<file path="config.mk">
export PLATFORM = sky130hd
export DESIGN_NAME = st_memory_mux
export DESIGN_NICKNAME = d
export VERILOG_FILES = /design/src/source/stmem_pkg.sv /design/src/source/bus_slot_decode.sv /design/src/source/ram_window.sv /design/src/source/rom_mapper.sv /design/src/source/download_writer.sv /design/src/source/sdram_request_mux.sv /design/src/source/st_memory_mux.sv
export VERILOG_INCLUDE_DIRS = /design/src /design/src/source
export SDC_FILE = /design/constraint.sdc
export NUM_CORES = 1
export LEC_CHECK = 0
export BUFFER_PORTS_ARGS = -buffer_cell sky130_fd_sc_hd__clkbuf_2
export CORE_MARGIN = 2
export CORE_UTILIZATION = 28
export CTS_BUF_LIST = sky130_fd_sc_hd__clkbuf_16
export DETAILED_ROUTE_END_ITERATION = 12
export GPL_ROUTABILITY_DRIVEN = 0
export SLEW_MARGIN = 5
export SYNTH_ARGS = -nofsm -noshare
export SYNTH_HDL_FRONTEND = slang
export SYNTH_SLANG_ARGS = --single-unit
</file>
<file path="constraint.sdc">
create_clock -name clk_32 -period 5.8 [get_ports clk_32]
set_input_delay 0.58 -clock clk_32 [delete_from_list [all_inputs] [get_ports clk_32]]
set_output_delay 0.58 -clock clk_32 [all_outputs]
set_load 0.02 [all_outputs]
</file>
<file path="src/source/mem_consts.svh">
`ifndef MEM_CONSTS_SVH
`define MEM_CONSTS_SVH

// word address, bits 23 down to 1
`define ST_ADDR_W 23

// chipset and upload data bus
`define ST_DATA_W 16

// memory size select field
`define ST_MEM_SIZE_W 3
`define ST_MEM_512K 3'd0
`define ST_MEM_1M 3'd1
`define ST_MEM_2M 3'd2
`define ST_MEM_4M 3'd3
`define ST_MEM_8M 3'd4
`define ST_MEM_14M 3'd5

// viking window at $c00000, address bits 23:18
`define ST_VIKING_BASE_LO 6'b110000
// steroids viking window at $e80000, address bits 23:19
`define ST_VIKING_BASE_HI 5'b11101

// upload to $fc0000 and up means a 192k tos, bits 23:18
`define ST_TOS_HI_CODE 6'b111111
// upload to $e00000 region means a normal tos, bits 23:20
`define ST_TOS_E_CODE 4'he

// rom2 remap prefixes above the low 17 address bits
`define ST_ROM_BASE_E 6'b111000
`define ST_ROM_BASE_F 6'b111111

`endif

</file>
<file path="src/source/stmem_pkg.sv">
`include "mem_consts.svh"

package stmem_pkg;

	// installed ram size, same codes as the core config word
	typedef enum logic [`ST_MEM_SIZE_W-1:0] {
		MEM_512K = `ST_MEM_512K,
		MEM_1M   = `ST_MEM_1M,
		MEM_2M   = `ST_MEM_2M,
		MEM_4M   = `ST_MEM_4M,
		MEM_8M   = `ST_MEM_8M,
		MEM_14M  = `ST_MEM_14M
	} mem_size_e;

	// machine config, ste plus mste means steroids
	typedef struct packed {
		mem_size_e size;
		logic      ste;
		logic      mste;
		logic      viking_en;
	} mem_cfg_t;

	// decoded bus slot flags
	typedef struct packed {
		logic cpu_precycle;
		logic cpu_cycle;
		logic video_cycle;
		logic video_precycle;
	} slot_t;

	// chipset side of the ram bus
	typedef struct packed {
		logic [`ST_ADDR_W:1]    ram_a;
		logic                   uds;
		logic                   lds;
		logic                   we_n;
		logic                   ras_n;
		logic [`ST_DATA_W-1:0]  din;
	} chip_bus_t;

	// tos/cartridge upload port
	typedef struct packed {
		logic                   download;
		logic                   strobe;
		logic [`ST_ADDR_W:1]    addr;
		logic [`ST_DATA_W-1:0]  data;
	} dl_bus_t;

	// viking video fetch
	typedef struct packed {
		logic [`ST_ADDR_W:1] vaddr;
		logic                read;
		logic                active;
	} video_rd_t;

	// one registered request towards the sdram controller
	typedef struct packed {
		logic                   valid;
		logic                   we;
		logic                   uds;
		logic                   lds;
		logic [`ST_ADDR_W:1]    addr;
		logic [`ST_DATA_W-1:0]  data;
	} sdram_req_t;

	// rom read port
	typedef struct packed {
		logic                oe;
		logic [`ST_ADDR_W:1] addr;
	} rom_req_t;

endpackage

</file>
<file path="src/source/bus_slot_decode.sv">
`timescale 1ns/10ps

module bus_slot_decode (
	input  logic                clk_32,
	input  logic                xsint,
	input  logic                mhz8_en_i,
	input  logic                as_n_i,
	input  logic                turbo_req_i,
	input  logic [1:0]          bus_cycle_i,
	input  stmem_pkg::mem_cfg_t mem_cfg_i,
	output stmem_pkg::slot_t    slot_o
);

	logic steroids;
	logic turbo_bus;

	// steroids always runs the fast bus
	assign steroids = mem_cfg_i.ste & mem_cfg_i.mste;

	// bus mode may only change while no access is running
	always_ff @(posedge clk_32 or negedge xsint) begin
		if (!xsint) begin
			turbo_bus <= 1'b0;
		end else if (mhz8_en_i && as_n_i) begin
			turbo_bus <= turbo_req_i | steroids;
		end
	end

	// slot 0 is always the cpu pre-cycle
	// turbo gives the cpu two slots and moves video to slot 3
	always_comb begin
		slot_o.cpu_precycle   = (bus_cycle_i == 2'd0);
		slot_o.cpu_cycle      = (bus_cycle_i == 2'd1) || (turbo_bus && bus_cycle_i == 2'd2);
		slot_o.video_cycle    = turbo_bus ? (bus_cycle_i == 2'd3) : (bus_cycle_i == 2'd2);
		slot_o.video_precycle = turbo_bus ? (bus_cycle_i == 2'd1) : (bus_cycle_i == 2'd3);
	end

	// slots only move on after an 8 MHz enable
	a_cycle_steps_on_enable: assert property (
		@(posedge clk_32) disable iff (!xsint)
		!$past(mhz8_en_i) |-> (bus_cycle_i == $past(bus_cycle_i))
	);

endmodule

</file>
<file path="src/source/ram_window.sv">
`timescale 1ns/10ps

`include "mem_consts.svh"

module ram_window (
	input  stmem_pkg::chip_bus_t chip_i,
	input  stmem_pkg::mem_cfg_t  mem_cfg_i,
	output logic                 ram_en_o
);

	logic steroids;
	logic size_hit;
	logic viking_mem_ok;
	logic viking_enable;
	logic viking_hit;

	assign steroids = mem_cfg_i.ste & mem_cfg_i.mste;

	// address prefix has to be clear above the installed size
	always_comb begin
		size_hit      = 1'b0;
		viking_mem_ok = 1'b1;
		case (mem_cfg_i.size)
			stmem_pkg::MEM_512K: size_hit = (chip_i.ram_a[23:19] == 5'b00000);
			stmem_pkg::MEM_1M:   size_hit = (chip_i.ram_a[23:20] == 4'b0000);
			stmem_pkg::MEM_2M:   size_hit = (chip_i.ram_a[23:21] == 3'b000);
			stmem_pkg::MEM_4M:   size_hit = (chip_i.ram_a[23:22] == 2'b00);
			stmem_pkg::MEM_8M:   size_hit = ~chip_i.ram_a[23];
			stmem_pkg::MEM_14M: begin
				// everything but $e00000 and up
				size_hit      = ~(chip_i.ram_a[23] & chip_i.ram_a[22] & chip_i.ram_a[21]);
				viking_mem_ok = 1'b0;
			end
			default: begin
				// unused size codes map nothing
				size_hit      = 1'b0;
				viking_mem_ok = 1'b0;
			end
		endcase
	end

	// viking fits below 8M, steroids moves it up to $e80000
	assign viking_enable = (mem_cfg_i.viking_en & viking_mem_ok) | steroids;

	always_comb begin
		if (steroids) begin
			viking_hit = (chip_i.ram_a[23:19] == `ST_VIKING_BASE_HI);
		end else begin
			viking_hit = (chip_i.ram_a[23:18] == `ST_VIKING_BASE_LO);
		end
	end

	assign ram_en_o = size_hit | (viking_enable & viking_hit);

endmodule

</file>
<file path="src/source/rom_mapper.sv">
`timescale 1ns/10ps

`include "mem_consts.svh"

module rom_mapper (
	input  logic                 clk_32,
	input  logic                 xsint,
	input  stmem_pkg::dl_bus_t   dl_i,
	input  logic                 rom2_n_i,
	input  logic                 rom_n_i,
	input  logic [`ST_ADDR_W:1]  mbus_a_i,
	output stmem_pkg::rom_req_t  rom_req_o
);

	// set while a 192k tos image sits in the rom area
	logic tos192k;

	// image type follows the upload address
	always_ff @(posedge clk_32 or negedge xsint) begin
		if (!xsint) begin
			tos192k <= 1'b0;
		end else if (dl_i.download) begin
			if (dl_i.addr[23:18] == `ST_TOS_HI_CODE) begin
				tos192k <= 1'b1;
			end else if (dl_i.addr[23:20] == `ST_TOS_E_CODE) begin
				tos192k <= 1'b0;
			end
		end
	end

	// rom2 is the tos rom, placed where the image was uploaded
	// cartridge and other roms keep the bus address
	always_comb begin
		rom_req_o.oe = ~rom_n_i;
		if (!rom2_n_i) begin
			if (tos192k) begin
				rom_req_o.addr = {`ST_ROM_BASE_F, mbus_a_i[17:1]};
			end else begin
				rom_req_o.addr = {`ST_ROM_BASE_E, mbus_a_i[17:1]};
			end
		end else begin
			rom_req_o.addr = mbus_a_i;
		end
	end

endmodule

</file>
<file path="src/source/download_writer.sv">
`timescale 1ns/10ps

module download_writer (
	input  logic               clk_32,
	input  logic               xsint,
	input  logic               mhz8_en_i,
	input  stmem_pkg::slot_t   slot_i,
	input  stmem_pkg::dl_bus_t dl_i,
	input  logic               dl_wr_taken_i,
	output logic               dl_wr_pending_o
);

	logic strobe_d;
	logic pending;

	assign dl_wr_pending_o = pending;

	// strobe toggles once per upload word
	// sampled only in the cpu pre-cycle
	always_ff @(posedge clk_32 or negedge xsint) begin
		if (!xsint) begin
			strobe_d <= 1'b0;
			pending  <= 1'b0;
		end else begin
			// mux took the write in the cpu slot
			if (dl_wr_taken_i) begin
				pending <= 1'b0;
			end
			if (slot_i.cpu_precycle && mhz8_en_i) begin
				strobe_d <= dl_i.strobe;
				if (dl_i.download && (dl_i.strobe != strobe_d)) begin
					pending <= 1'b1;
				end
			end
		end
	end

	// the mux only takes what was announced
	a_taken_needs_pending: assert property (
		@(posedge clk_32) disable iff (!xsint)
		dl_wr_taken_i |-> dl_wr_pending_o
	);

endmodule

</file>
<file path="src/source/sdram_request_mux.sv">
`timescale 1ns/10ps

`include "mem_consts.svh"

module sdram_request_mux (
	input  logic                  clk_32,
	input  logic                  xsint,
	input  logic                  mhz8_en_i,
	input  stmem_pkg::slot_t      slot_i,
	input  stmem_pkg::chip_bus_t  chip_i,
	input  logic                  ram_en_i,
	input  stmem_pkg::video_rd_t  video_i,
	input  stmem_pkg::dl_bus_t    dl_i,
	input  logic                  dl_wr_pending_i,
	output logic                  dl_wr_taken_o,
	output stmem_pkg::sdram_req_t sdram_req_o
);

	logic                  ras_n_d;
	logic                  ras_fall;
	logic                  dl_sel;
	logic                  video_sel;
	logic                  req_nxt;
	logic                  we_nxt;
	logic                  uds_nxt;
	logic                  lds_nxt;
	logic [`ST_ADDR_W:1]   addr_nxt;
	logic [`ST_DATA_W-1:0] data_nxt;
	logic                  valid_q;
	logic                  we_q;
	logic                  uds_q;
	logic                  lds_q;
	logic [`ST_ADDR_W:1]   addr_q;
	logic [`ST_DATA_W-1:0] data_q;

	// ras going low, zero address is a refresh
	assign ras_fall = ras_n_d & ~chip_i.ras_n & (|chip_i.ram_a);

	// upload owns the cpu slot, viking owns the video slot
	assign dl_sel    = slot_i.cpu_cycle & dl_i.download;
	assign video_sel = slot_i.video_cycle & video_i.active & video_i.read;

	// one write per pending word, on the slot strobe
	assign dl_wr_taken_o = dl_sel & mhz8_en_i & dl_wr_pending_i;

	always_comb begin
		if (dl_sel) begin
			req_nxt  = dl_wr_taken_o;
			we_nxt   = 1'b1;
			uds_nxt  = 1'b1;
			lds_nxt  = 1'b1;
			addr_nxt = dl_i.addr;
			data_nxt = dl_i.data;
		end else if (video_sel) begin
			// full word read, once per video slot
			req_nxt  = mhz8_en_i;
			we_nxt   = 1'b0;
			uds_nxt  = 1'b1;
			lds_nxt  = 1'b1;
			addr_nxt = video_i.vaddr;
			data_nxt = chip_i.din;
		end else begin
			req_nxt  = ras_fall & ram_en_i;
			we_nxt   = ~chip_i.we_n;
			uds_nxt  = chip_i.uds;
			lds_nxt  = chip_i.lds;
			addr_nxt = chip_i.ram_a;
			data_nxt = chip_i.din;
		end
	end

	always_ff @(posedge clk_32 or negedge xsint) begin
		if (!xsint) begin
			ras_n_d <= 1'b1;
			valid_q <= 1'b0;
		end else begin
			ras_n_d <= chip_i.ras_n;
			valid_q <= req_nxt;
		end
	end

	// payload only moves with a new request
	always_ff @(posedge clk_32) begin
		if (req_nxt) begin
			we_q   <= we_nxt;
			uds_q  <= uds_nxt;
			lds_q  <= lds_nxt;
			addr_q <= addr_nxt;
			data_q <= data_nxt;
		end
	end

	assign sdram_req_o = '{
		valid: valid_q,
		we:    we_q,
		uds:   uds_q,
		lds:   lds_q,
		addr:  addr_q,
		data:  data_q
	};

	// slot timing leaves a gap between any two requests
	a_valid_single: assert property (
		@(posedge clk_32) disable iff (!xsint)
		sdram_req_o.valid |=> !sdram_req_o.valid
	);

endmodule

</file>
<file path="src/source/st_memory_mux.sv">
`timescale 1ns/10ps

`include "mem_consts.svh"

module st_memory_mux (
	input  logic                  clk_32,
	input  logic                  xsint,
	input  logic                  mhz8_en_i,
	input  logic                  as_n_i,
	input  logic                  turbo_req_i,
	input  logic                  rom2_n_i,
	input  logic                  rom_n_i,
	input  logic [1:0]            bus_cycle_i,
	input  stmem_pkg::mem_cfg_t   mem_cfg_i,
	input  stmem_pkg::chip_bus_t  chip_i,
	input  stmem_pkg::video_rd_t  video_i,
	input  stmem_pkg::dl_bus_t    dl_i,
	input  logic [`ST_ADDR_W:1]   mbus_a_i,
	output stmem_pkg::sdram_req_t sdram_req_o,
	output stmem_pkg::rom_req_t   rom_req_o
);

	stmem_pkg::slot_t slot;
	logic             ram_en;
	logic             dl_wr_pending;
	logic             dl_wr_taken;

	// four slot bus timing
	bus_slot_decode i_bus_slot_decode (
		.clk_32      (clk_32),
		.xsint       (xsint),
		.mhz8_en_i   (mhz8_en_i),
		.as_n_i      (as_n_i),
		.turbo_req_i (turbo_req_i),
		.bus_cycle_i (bus_cycle_i),
		.mem_cfg_i   (mem_cfg_i),
		.slot_o      (slot)
	);

	// installed ram and viking window
	ram_window i_ram_window (
		.chip_i    (chip_i),
		.mem_cfg_i (mem_cfg_i),
		.ram_en_o  (ram_en)
	);

	// tos image type and rom2 remap
	rom_mapper i_rom_mapper (
		.clk_32    (clk_32),
		.xsint     (xsint),
		.dl_i      (dl_i),
		.rom2_n_i  (rom2_n_i),
		.rom_n_i   (rom_n_i),
		.mbus_a_i  (mbus_a_i),
		.rom_req_o (rom_req_o)
	);

	// upload strobe to pending write
	download_writer i_download_writer (
		.clk_32          (clk_32),
		.xsint           (xsint),
		.mhz8_en_i       (mhz8_en_i),
		.slot_i          (slot),
		.dl_i            (dl_i),
		.dl_wr_taken_i   (dl_wr_taken),
		.dl_wr_pending_o (dl_wr_pending)
	);

	// source select and request register
	sdram_request_mux i_sdram_request_mux (
		.clk_32          (clk_32),
		.xsint           (xsint),
		.mhz8_en_i       (mhz8_en_i),
		.slot_i          (slot),
		.chip_i          (chip_i),
		.ram_en_i        (ram_en),
		.video_i         (video_i),
		.dl_i            (dl_i),
		.dl_wr_pending_i (dl_wr_pending),
		.dl_wr_taken_o   (dl_wr_taken),
		.sdram_req_o     (sdram_req_o)
	);

endmodule

</file>
# Word-level counts from Yosys, hierarchy flattened

Cells that the tools add are included.
Widths: inputs -> output; s select.

Bits in registers: 48
Bits in latches: 0
Bits in writable memories: 0
Bits in read-only memories: 0
Output and inout bits: 67
Logic and storage cells: 78
Memories kept: 0

Add/sub/neg operators: 0
$mul: 0
Divide/modulo/power cells: 0
Order comparisons: 0
Equality and inequality tests: 13
Shift-type cells: 0
Muxes and demuxes: 17
Bitwise operators: 21
Reductions and logical operators: 16

Operator list:

| kind               | number |
|---|---|
| $mux 23            | 3 |
| $reduce_or 23->1   | 1 |
| $mux 20            | 1 |
| $mux 16            | 1 |
| $and 1x1->1        | 13 |
| $eq 6x6->1 const B | 2 |
| $mux 1             | 11 |
| $eq 3x2->1 const B | 2 |
| $eq 3x3->1 const B | 2 |
| $logic_not 3->1    | 2 |
| $pmux 1 s6         | 1 |
| $eq 5x5->1 const B | 1 |
| $logic_not 5->1    | 1 |
| $not 1->1          | 5 |
| $reduce_or 5->1    | 1 |
| $eq 2x2->1 const B | 2 |
| $eq 4x4->1 const B | 1 |
| $logic_and 1x1->1  | 4 |
| $logic_not 2->1    | 2 |
| $logic_not 4->1    | 1 |
| $eq 3x1->1 const B | 1 |
| $or 1x1->1         | 3 |
| $eq 2x1->1 const B | 1 |
| $reduce_and 2->1   | 1 |
| other kinds (4)    | 4 |

# Depth between registers and ports, before layout

Gate-level depths: netlist of the first run.

Depth after elaboration: 10
Depth in mapped cells: 6
Gate-level depth less buffers: 5

# Hierarchy

Synthesis of the first run repeated with hierarchy kept, for this count alone.

Cells, all modules: 234
Area total of the unflattened synthesis: 2700.1 um^2

Modules (own cells, without submodules):

| module            | instances | cells an instance | area an instance (um^2) | sequential area each (um^2) |
|---|---|---|---|---|
| sdram_request_mux | 1         | 164               | 2160.8                  | 1312.5 |
| rom_mapper        | 1         | 33                | 227.7                   | 25.0 |
| ram_window        | 1         | 18                | 130.1                   | 0.0 |
| download_writer   | 1         | 8                 | 92.6                    | 50.0 |
| bus_slot_decode   | 1         | 11                | 88.8                    | 25.0 |

# Worst setup path before layout of the first run

OpenSTA, ideal clock, no wires.

Path kind: input to register
From: input port mem_cfg_i[3] (netlist bit)
To: register i_sdram_request_mux.addr_q[10] (netlist bit), enable pin
Arrival: 4.275 ns
Path slack: 1.024 ns
Stages on the path: 5
Path buffers: 0
Cells stage by stage: nand2_1 -> a2111oi_0 -> o21ai_0 -> and3_1 -> o21ai_0

Cells in the longest elaborated chain, start to end: 10

Ends and longest elaborated chain:

| item                                     | line                    | text |
|---|---|---|
| start, declared                          | st_memory_mux.sv:14     | `input stmem_pkg::mem_cfg_t mem_cfg_i,` |
| $eq 3x1->1, or another cell as far along | ram_window.sv:23        | `case (mem_cfg_i.size)` |
| $reduce_or 5->1 (no source line)         | n/a                     |  |
| $mux 1                                   | ram_window.sv:23        |  |
| $and 1x1->1                              | ram_window.sv:43        | `assign viking_enable = (mem_cfg_i.viking_en & viking_mem_ok) \| steroids;` |
| $or 1x1->1                               | ram_window.sv:43        |  |
| $and 1x1->1                              | ram_window.sv:53        | `assign ram_en_o = size_hit \| (viking_enable & viking_hit);` |
| $or 1x1->1 (*)                           | ram_window.sv:53        |  |
| $and 1x1->1 (*)                          | sdram_request_mux.sv:63 | `req_nxt = ras_fall & ram_en_i;` |
| $mux 1 (*)                               | sdram_request_mux.sv:54 | `end else if (video_sel) begin` |
| $mux 1 (*)                               | sdram_request_mux.sv:47 | `if (dl_sel) begin` |
| named net i_sdram_request_mux.req_nxt    | sdram_request_mux.sv:23 | `logic req_nxt;` |
| end signal, assigned                     | sdram_request_mux.sv:88 | `addr_q <= addr_nxt;` |
| end, declared                            | sdram_request_mux.sv:33 | `` logic [`ST_ADDR_W:1] addr_q; `` |

Mark *: on every way through the listed nets, which the timed path passes. The rest lies on a longest branch.
A chain may end at the register's enable or synchronous reset.

# Worst setup path after layout of the first run

From: input port bus_cycle_i[0]
To: register i_sdram_request_mux.data_q[13], enable pin

Cells in the longest elaborated chain, start to end: 7

Ends and longest elaborated chain:

| item                                  | line                                         | text |
|---|---|---|
| start, declared                       | st_memory_mux.sv:13                          | `input logic [1:0] bus_cycle_i,` |
| $eq 2x2->1                            | bus_slot_decode.sv:33, bus_slot_decode.sv:34 |  |
| $logic_and 1x1->1                     | bus_slot_decode.sv:33                        | `slot_o.cpu_cycle = (bus_cycle_i == 2'd1) \|\| (turbo_bus && bus_cycle_i == 2'd2);` |
| $logic_or 1x1->1                      | bus_slot_decode.sv:33                        |  |
| $and 1x1->1                           | sdram_request_mux.sv:40                      | `assign dl_sel = slot_i.cpu_cycle & dl_i.download;` |
| $and 1x1->1 (2 in a row)              | sdram_request_mux.sv:44                      | `assign dl_wr_taken_o = dl_sel & mhz8_en_i & dl_wr_pending_i;` |
| $mux 1 (*)                            | sdram_request_mux.sv:47                      |  |
| named net i_sdram_request_mux.req_nxt | sdram_request_mux.sv:23                      |  |
| end signal, assigned                  | sdram_request_mux.sv:89                      | `data_q <= data_nxt;` |
| end, declared                         | sdram_request_mux.sv:34                      | `` logic [`ST_DATA_W-1:0] data_q; `` |

Marks and branches as above.

==> results of run 1 <==
-- layout by cell type, fill, tap and decap left out, types with 2 or more instances in the layout --
| master | count |
|---|---|
| a21oi_1 | 28 |
| buf_4 | 2 |
| clkbuf_16 | 5 |
| clkbuf_2 | 179 |
| dfrtp_1 | 5 |
| edfxtp_1 | 42 |
| inv_1 | 4 |
| mux2i_1 | 23 |
| nand2_1 | 58 |
| nand2b_1 | 4 |
| nand3_1 | 4 |
| nand4_1 | 2 |
| nor2_1 | 26 |
| nor3b_1 | 2 |
| nor4_1 | 5 |
| o21ai_0 | 4 |
| o21ai_4 | 2 |
| or3_1 | 2 |
| xor2_1 | 2 |
-- report_power, final --
group / internal [W] / leakage [nW] / switching (W)
Sequential: 0.000406 / 0.455 / 0.00000720
Clock: 0.000203 / 0.0814 / 0.000124
Combinational: 0.0000735 / 1.16 / 0.000101
-- path summary, 6_finish.rpt --
check | slack [ps] | end | startpoint
max in group asynchronous | 5450 | i_sdram_request_mux.ras_n_d$_DFF_PN1_ | xsint
hold reg to reg | 500 | i_download_writer.dl_wr_pending_o$_DFF_PN0_ | i_download_writer.dl_wr_pending_o$_DFF_PN0_
setup / recovery | 3040 | i_sdram_request_mux.data_q[13]$_DFFE_PP_ | bus_cycle_i[0]
setup reg to reg | 3040 | i_sdram_request_mux.data_q[13]$_DFFE_PP_ | i_bus_slot_decode.turbo_bus$_DFFE_PN0P_
hold / removal | 110 | i_bus_slot_decode.turbo_bus$_DFFE_PN0P_ | xsint
min in group clk_32 | 390 | i_sdram_request_mux.ras_n_d$_DFF_PN1_ | chip_i[16]
-- critical path: cells and delay by family --
family                    cells  cell delay, ps
AOI/OAI and AO/OA             2             640
xor gates and xnor gates      1             190
buffers and inverters         2             530
and+or+nand+nor               1             760
-- final cells by class --
type,count,area share
repair buffers,181,0.251
multi-input cells,175,0.270
inverters,5,0.00517
flip-flops and latches,48,0.389
clock buffers,5,0.0345
well taps,111,0.0383
clock inverters,3,0.0117
-- through the flow --
step / instances / setup slack (ps) / hold slack (ps) / util / instance area [µm²]
after floorplan: 259 / 1020 / 284 / - / 2620
after global placement: 520 / 2760 / 431 / 0.378 / 3460
after detailed placement: 520 / 2680 / 425 / 0.378 / 3460
after CTS: 528 / 2980 / 114 / 0.396 / 3630
after global routing: 528 / 2790 / 110 / 0.396 / 3630
final: 528 / 3040 / 114 / 0.396 / 3630
-- logic make-up after synthesis --
kind of cell | after synthesis
muxes | 24
and+or+nand+nor | 109
xor gates and xnor gates | 2
DFF | 48
AOI/OAI and AO/OA | 40
buffers and inverters | 36
-- routing by layer --
layer | global-route usage | vias to the layer above
met5 | 0 | -
met4 | 0.0495 | 0
met3 | 0.0291 | 17
met2 | 0.247 | 114
met1 | 0.171 | 1093
li1 | - | 1205
-- sequential cells by signal (all words and copies together), names as in the netlist --
name / count
i_bus_slot_decode.turbo_bus: 1
i_download_writer.dl_wr_pending_o: 1
i_sdram_request_mux.valid_q: 1
i_sdram_request_mux.lds_q: 1
i_rom_mapper.tos192k: 1
i_sdram_request_mux.data_q: 16
i_sdram_request_mux.ras_n_d: 1
i_sdram_request_mux.addr_q: 23
i_sdram_request_mux.uds_q: 1
i_download_writer.strobe_d: 1
i_sdram_request_mux.we_q: 1
==> run metrics, run 1 <==
status=complete, no violations; vias in the first global route=2,258; Final period util=0.476; fillcell total=942; CTS tree=built; Post-Synth XOR/XNOR Area=0.00669; I/O Buffers=179; metal2 WL=3800 µm; compound-gate portion of the synthesized area=0.0851; Post-Synth Adder-Cell Area=0; static leakage=1.69 nW; cell chain of the critical path=clkbuf_2 -> xor2_1 -> nor2_4 -> o21ai_0 -> o21ai_4 -> buf_4; initial antenna violation count=0; Yosys top cell area share=0.482; post-DP HPWL=6070 µm; area of the multi-input gates=980 µm²; overflow left after global routing=0; antenna-violating nets left=0; hold buffer count at CTS=0; synthesized area=0.00262 mm²; fin. max-slew vios=0; synth cell count leaders=nand2_1, edfxtp_1, a21oi_1, nor2_1, mux2i_1; largest family of logic cells by synthesized area=simple AND/OR/NAND/NOR gates; DRT iter0 DRCs=40; first-pass GRT wire length=10,900 µm; vias per cell=4.60; residual DRC count=0; Area Overhead vs Synth=38.6%; CP Class=in -> reg; clock tree buffer depth=2; final setup TNS=0 ps; fin crit period=2760 ps; Worst Path Max Fanout=28; final setup fails=0; FP Rows=35; maximum vdd ir drop=0.000106 V; H-tree depth=2; cell taking the most area after synthesis=edfxtp_1; clk root buf=clkbuf_16; fmax=0.362 GHz; asr flop ratio synth=0.125; mux contribution to synthesized area=0.0923; via count=2,429; Routed wire per std cell=14.2 µm; Post-Syn Instances=259; Synth area leaders=edfxtp_1, mux2i_1, nand2_1, buf_4, a21oi_1; layout cells sized above 1=0.468; post-synth cell types=36; Max-Cap Viols=0; CTS buffer count=5; Largest stage delay, worst path=760 ps; Setup Skew=4.94 ps; Register-to-Register Path Depth=5; Starting Density=0.286; num ports=214; CP required=5760 ps; cell with the most instances after synthesis=nand2_1; unrepaired setup endpoints after global routing=false; Tot GR Track Use=0.141; final hold violation count=0; Post-Synth Simple-Gate Area=0.183; EDFF count, synth=42; Max Used Layer=met4; final net count=563; Seq/Total Area, Yosys=0.540; Syn Nets=406; M1 wire length=3070 µm; slowest stage cell on the critical path=nor2_4; final wirelength=7500 µm; Ys Warns=0; # diodes=0; CP startpoint kind=input port; clock sinks=48; clk_lat worst skew=290 ps; largest net degree at the start of global routing=66; register bit total from synthesis=48; CP arrival=2720 ps; pwr/cell area=252 mW/mm²; Hold Crit Class=in -> async; CTS clock-pin slew for the worst setup and hold paths=70 ps; register area=0.00141 mm²; core area=0.00915 mm²; Die Wd=101 µm; Tot Pwr=0.000914 W; metal3 WL=488 µm; Slew headroom=0.356; Worst Tran Pin Value=964 ps; CP Capture Type=flop; Avg Cell Area, Syn=10.1 µm²; Main synth FF type=edfxtp_1; 1st-pass router iterations=4; PostCTS Resize Cnt=0; setup repair bufs after CTS=0; die area=0.0101 mm²; Die Y=101 µm
No activity file was read; power rests on OpenSTA's default activity.
==> inputs of run 2 (changes only) <==
--- a/config.mk
+++ b/config.mk
@@ -6,6 +6,7 @@
 export SDC_FILE = /design/constraint.sdc
 export NUM_CORES = 1
 export LEC_CHECK = 0
+export ABC_AREA = 1
 export BUFFER_PORTS_ARGS = -buffer_cell sky130_fd_sc_hd__clkbuf_2
 export CORE_MARGIN = 2
 export CORE_UTILIZATION = 28
==> constraint.sdc (replaced) <==
create_clock -name clk_32 -period 2.21 [get_ports clk_32]
set_input_delay 0.221 -clock clk_32 [delete_from_list [all_inputs] [get_ports clk_32]]
set_output_delay 0.221 -clock clk_32 [all_outputs]
set_load 0.02 [all_outputs]
==> run 2 against run 1 <==
Against the previous run: clock power rose to 2.6 times the previous value; sequential share of layout area decreased by 3.0 points; synthesized area increased by 10%; wire length is 16% higher; largest power group unchanged; critical path depth did not move; clock skew is essentially flat; global-route usage grew 1.7 points; critical path type is now reg -> reg.
==> run metrics, run 2 <==
clk_lat worst skew=280 ps (was 290 ps); core area=0.0101 mm² (was 0.00915 mm²); final net count=635 (was 563); EDFF count, synth=42 (unchanged); Regs by FF count=i_sdram_request_mux.addr_q (23), i_sdram_request_mux.data_q (16) (unchanged); RR Startpoint=i_bus_slot_decode.turbo_bus$_DFFE_PN0P_ (unchanged); final setup TNS=0 ps (unchanged); final core occ=0.387 (was 0.396); Setup crit start=i_bus_slot_decode.turbo_bus$_DFFE_PN0P_ (was bus_cycle_i[0]); largest family of logic cells by synthesized area=simple AND/OR/NAND/NOR gates (unchanged); CP Capture Type=flop (unchanged); fin crit period=1670 ps; Post-Synth XOR/XNOR Area=0 (was 0.00669); static leakage=1.96 nW (was 1.69 nW); FP Rows=37 (was 35); largest net degree at the start of global routing=41 (was 66); met2 global-route usage=0.275 (was 0.247); 1st-pass router iterations=4 (unchanged); Tot GR Track Use=0.157 (was 0.141); slowest stage cell on the critical path=dfrtp_1 (was nor2_4); residual DRC count=0 (unchanged); Hold Crit Class=in -> reg (was in -> async); Largest stage delay, worst path=360 ps (was 760 ps); unrepaired setup endpoints after global routing=false (unchanged); Register-to-Register Path Depth=6 (was 5); status=complete, no violations (unchanged); maximum vdd ir drop=0.000265 V (was 0.000106 V); Synth area leaders=edfxtp_1, nand2_1, a21oi_2, buf_4, nor2_1 (was edfxtp_1, mux2i_1, nand2_1, buf_4, a21oi_1); vias in the first global route=2,879 (was 2,258); synthesized area=0.00288 mm² (was 0.00262 mm²); register bank with the most flops=i_sdram_request_mux.addr_q (unchanged); first-pass GRT wire length=13,800 µm (was 10,900 µm); Die Wd=105 µm (was 101 µm); Starting Density=0.284 (was 0.286); fin. max-slew vios=0 (unchanged); Seq/Total Area, Yosys=0.490 (was 0.540); fmax=0.599 GHz; CTS buffer count=5 (unchanged); crit path to=i_sdram_request_mux.addr_q[20]$_DFFE_PP_ (was i_sdram_request_mux.data_q[13]$_DFFE_PP_); initial antenna violation count=0 (unchanged); via count=2,806 (was 2,429); cell chain of the critical path=inv_2 -> o21ai_1 -> nand2_2 -> inv_4 -> buf_4 -> a22oi_1 (was clkbuf_2 -> xor2_1 -> nor2_4 -> o21ai_0 -> o21ai_4 -> buf_4); Syn Nets=475 (was 406); critical path depth=6 (unchanged); Ys Warns=0 (unchanged); GR peak layer=met2 (unchanged); vias per cell=4.49 (was 4.60); CP required=2230 ps (was 5760 ps); asr flop ratio synth=0.125 (unchanged); r2r endpoint=i_sdram_request_mux.addr_q[20]$_DFFE_PP_ (was i_sdram_request_mux.data_q[13]$_DFFE_PP_); Setup Skew=4.95 ps (was 4.94 ps); CTS tree=built (unchanged); register area=0.00141 mm² (unchanged); Avg Cell Area, Syn=8.79 µm² (was 10.1 µm²); Main synth FF type=edfxtp_1 (unchanged); layout cells sized above 1=0.497 (was 0.468); I/O Buffers=179 (unchanged); Post-Syn Instances=328 (was 259); CP startpoint kind=flop (was input port); final hold violation count=0 (unchanged); post-synth cell types=29 (was 36); Yosys top cell area share=0.438 (was 0.482); cell taking the most area after synthesis=edfxtp_1 (unchanged); crit-path leading delay family=buffers and inverters (was simple AND/OR/NAND/NOR gates); max reg flops=23 (unchanged); Routed wire per std cell=14.0 µm (was 14.2 µm); met3 Use GR=0.0383 (was 0.0291); antenna-violating nets left=0 (unchanged); Final period util=0.756; area of the multi-input gates=0.00113 mm² (was 980 µm²); r2r setup slk=540 ps (was 3040 ps); buffers and inverters on the worst path=3 (was 2); DRT iter0 DRCs=170 (was 40); H-tree depth=2 (unchanged); Worst Tran Pin Value=452 ps (was 964 ps); PostCTS Resize Cnt=0 (unchanged); num ports=214 (unchanged); die area=0.0111 mm² (was 0.0101 mm²); Tot Pwr=0.00251 W (was 0.000914 W); CTS clock-pin slew for the worst setup and hold paths=70 ps (about the same); Area Overhead vs Synth=36.3% (was 38.6%); clock tree buffer depth=2 (unchanged); Worst Path Max Fanout=27 (was 28); compound-gate portion of the synthesized area=0.154 (was 0.0851); Post-Synth Simple-Gate Area=0.234 (was 0.183); CP arrival=1690 ps (was 2720 ps); cell with the most instances after synthesis=nand2_1 (unchanged); final setup fails=0 (unchanged); mux contribution to synthesized area=0.00391 (was 0.0923); overflow left after global routing=0 (unchanged); Post-Synth Adder-Cell Area=0 (unchanged); Slew headroom=0.699 (was 0.356); pwr/cell area=638 mW/mm² (was 252 mW/mm²); # diodes=0 (unchanged); clock sinks=48 (unchanged); clk root buf=clkbuf_16 (unchanged); grt met1 use=0.191 (was 0.171); post-DP HPWL=7060 µm (was 6070 µm); final wirelength=8730 µm (was 7500 µm); Die Y=105 µm (was 101 µm); CP Class=reg -> reg (was in -> reg); Max-Cap Viols=0 (unchanged); register bit total from synthesis=48 (unchanged); fillcell total=1,066 (was 942); synth cell count leaders=nand2_1, nor2_1, edfxtp_1, a21oi_2, buf_4 (was nand2_1, edfxtp_1, a21oi_1, nor2_1, mux2i_1); hold_ws=30.2 ps (was 114 ps); leading cell types in the layout, fill and taps excluded=clkbuf_2, nand2_1, nor2_1 (was clkbuf_2, nand2_1, edfxtp_1); commonest non-fill, non-tap cell in the layout=clkbuf_2 (unchanged)
-- run 2: changes by cell type after synthesis, moves of 5 or more --
cell,previous run,this run
inv_1,4,17
nor4_1,5,0
a21oi_2,0,38
nand3_1,4,12
a21oi_1,28,9
nand2_1,58,101
nor2_1,26,45
mux2i_1,23,0
-- run 2: timing repair --
item / 4_1_cts / 5_1_grt
hold buffers: 1 / 0
endpoints found under the hold margin: 6 / 0
buffers inserted: 0 / 0
-- run 2: cells by family (layout without fill, tap and decap cells) --
logic type      after synthesis  count (layout)
simple gates                167             167
compound gates               59              59
buf+inv                      53             214
mux                           1               1
flops                        48              48
-- run 2: layout make-up --
cell class,count,share of cell area
repair buffers,186,0.245
clock inverters,3,0.0108
well taps,136,0.0433
multi-input cells,227,0.289
flip-flops and latches,48,0.360
clock buffers,5,0.0319
inverters,20,0.0204
-- run 2: worst min-delay path by stage --
stage,startpoint,cells after the start,endpoint
after floorplan,xsint,0,i_bus_slot_decode.turbo_bus$_DFFE_PN0P_
after global placement,xsint,1,i_bus_slot_decode.turbo_bus$_DFFE_PN0P_
after detailed placement,xsint,1,i_bus_slot_decode.turbo_bus$_DFFE_PN0P_
after CTS,chip_i[16],1,i_sdram_request_mux.ras_n_d$_DFF_PN1_
after global routing,chip_i[16],1,i_sdram_request_mux.ras_n_d$_DFF_PN1_
final,chip_i[16],1,i_sdram_request_mux.ras_n_d$_DFF_PN1_
-- run 2: report_power, final --
group,switching [W],leakage [nW],total [W],internal (W)
logic,0.000341,1.42,0.000564,0.000222
clock network,0.000314,0.0798,0.000845,0.000531
registers,0.0000209,0.457,0.00110,0.00108
total,0.000676,1.96,0.00251,0.00183
-- run 2: metrics by stage --
stage	instance area, µm²	worst slack (ps)	std cells
after CTS	3930	511	625
after global routing	3930	339	625
after floorplan	2880	357	328
after detailed placement	3750	507	616
final	3930	540	625
after global placement	3750	545	616
-- run 2: routing by layer --
layer,vias up,share of wire
li1,1380,-
met1,1270,0.41
met2,135,0.49
met3,21,0.088
met4,0,0.018
met5,-,0
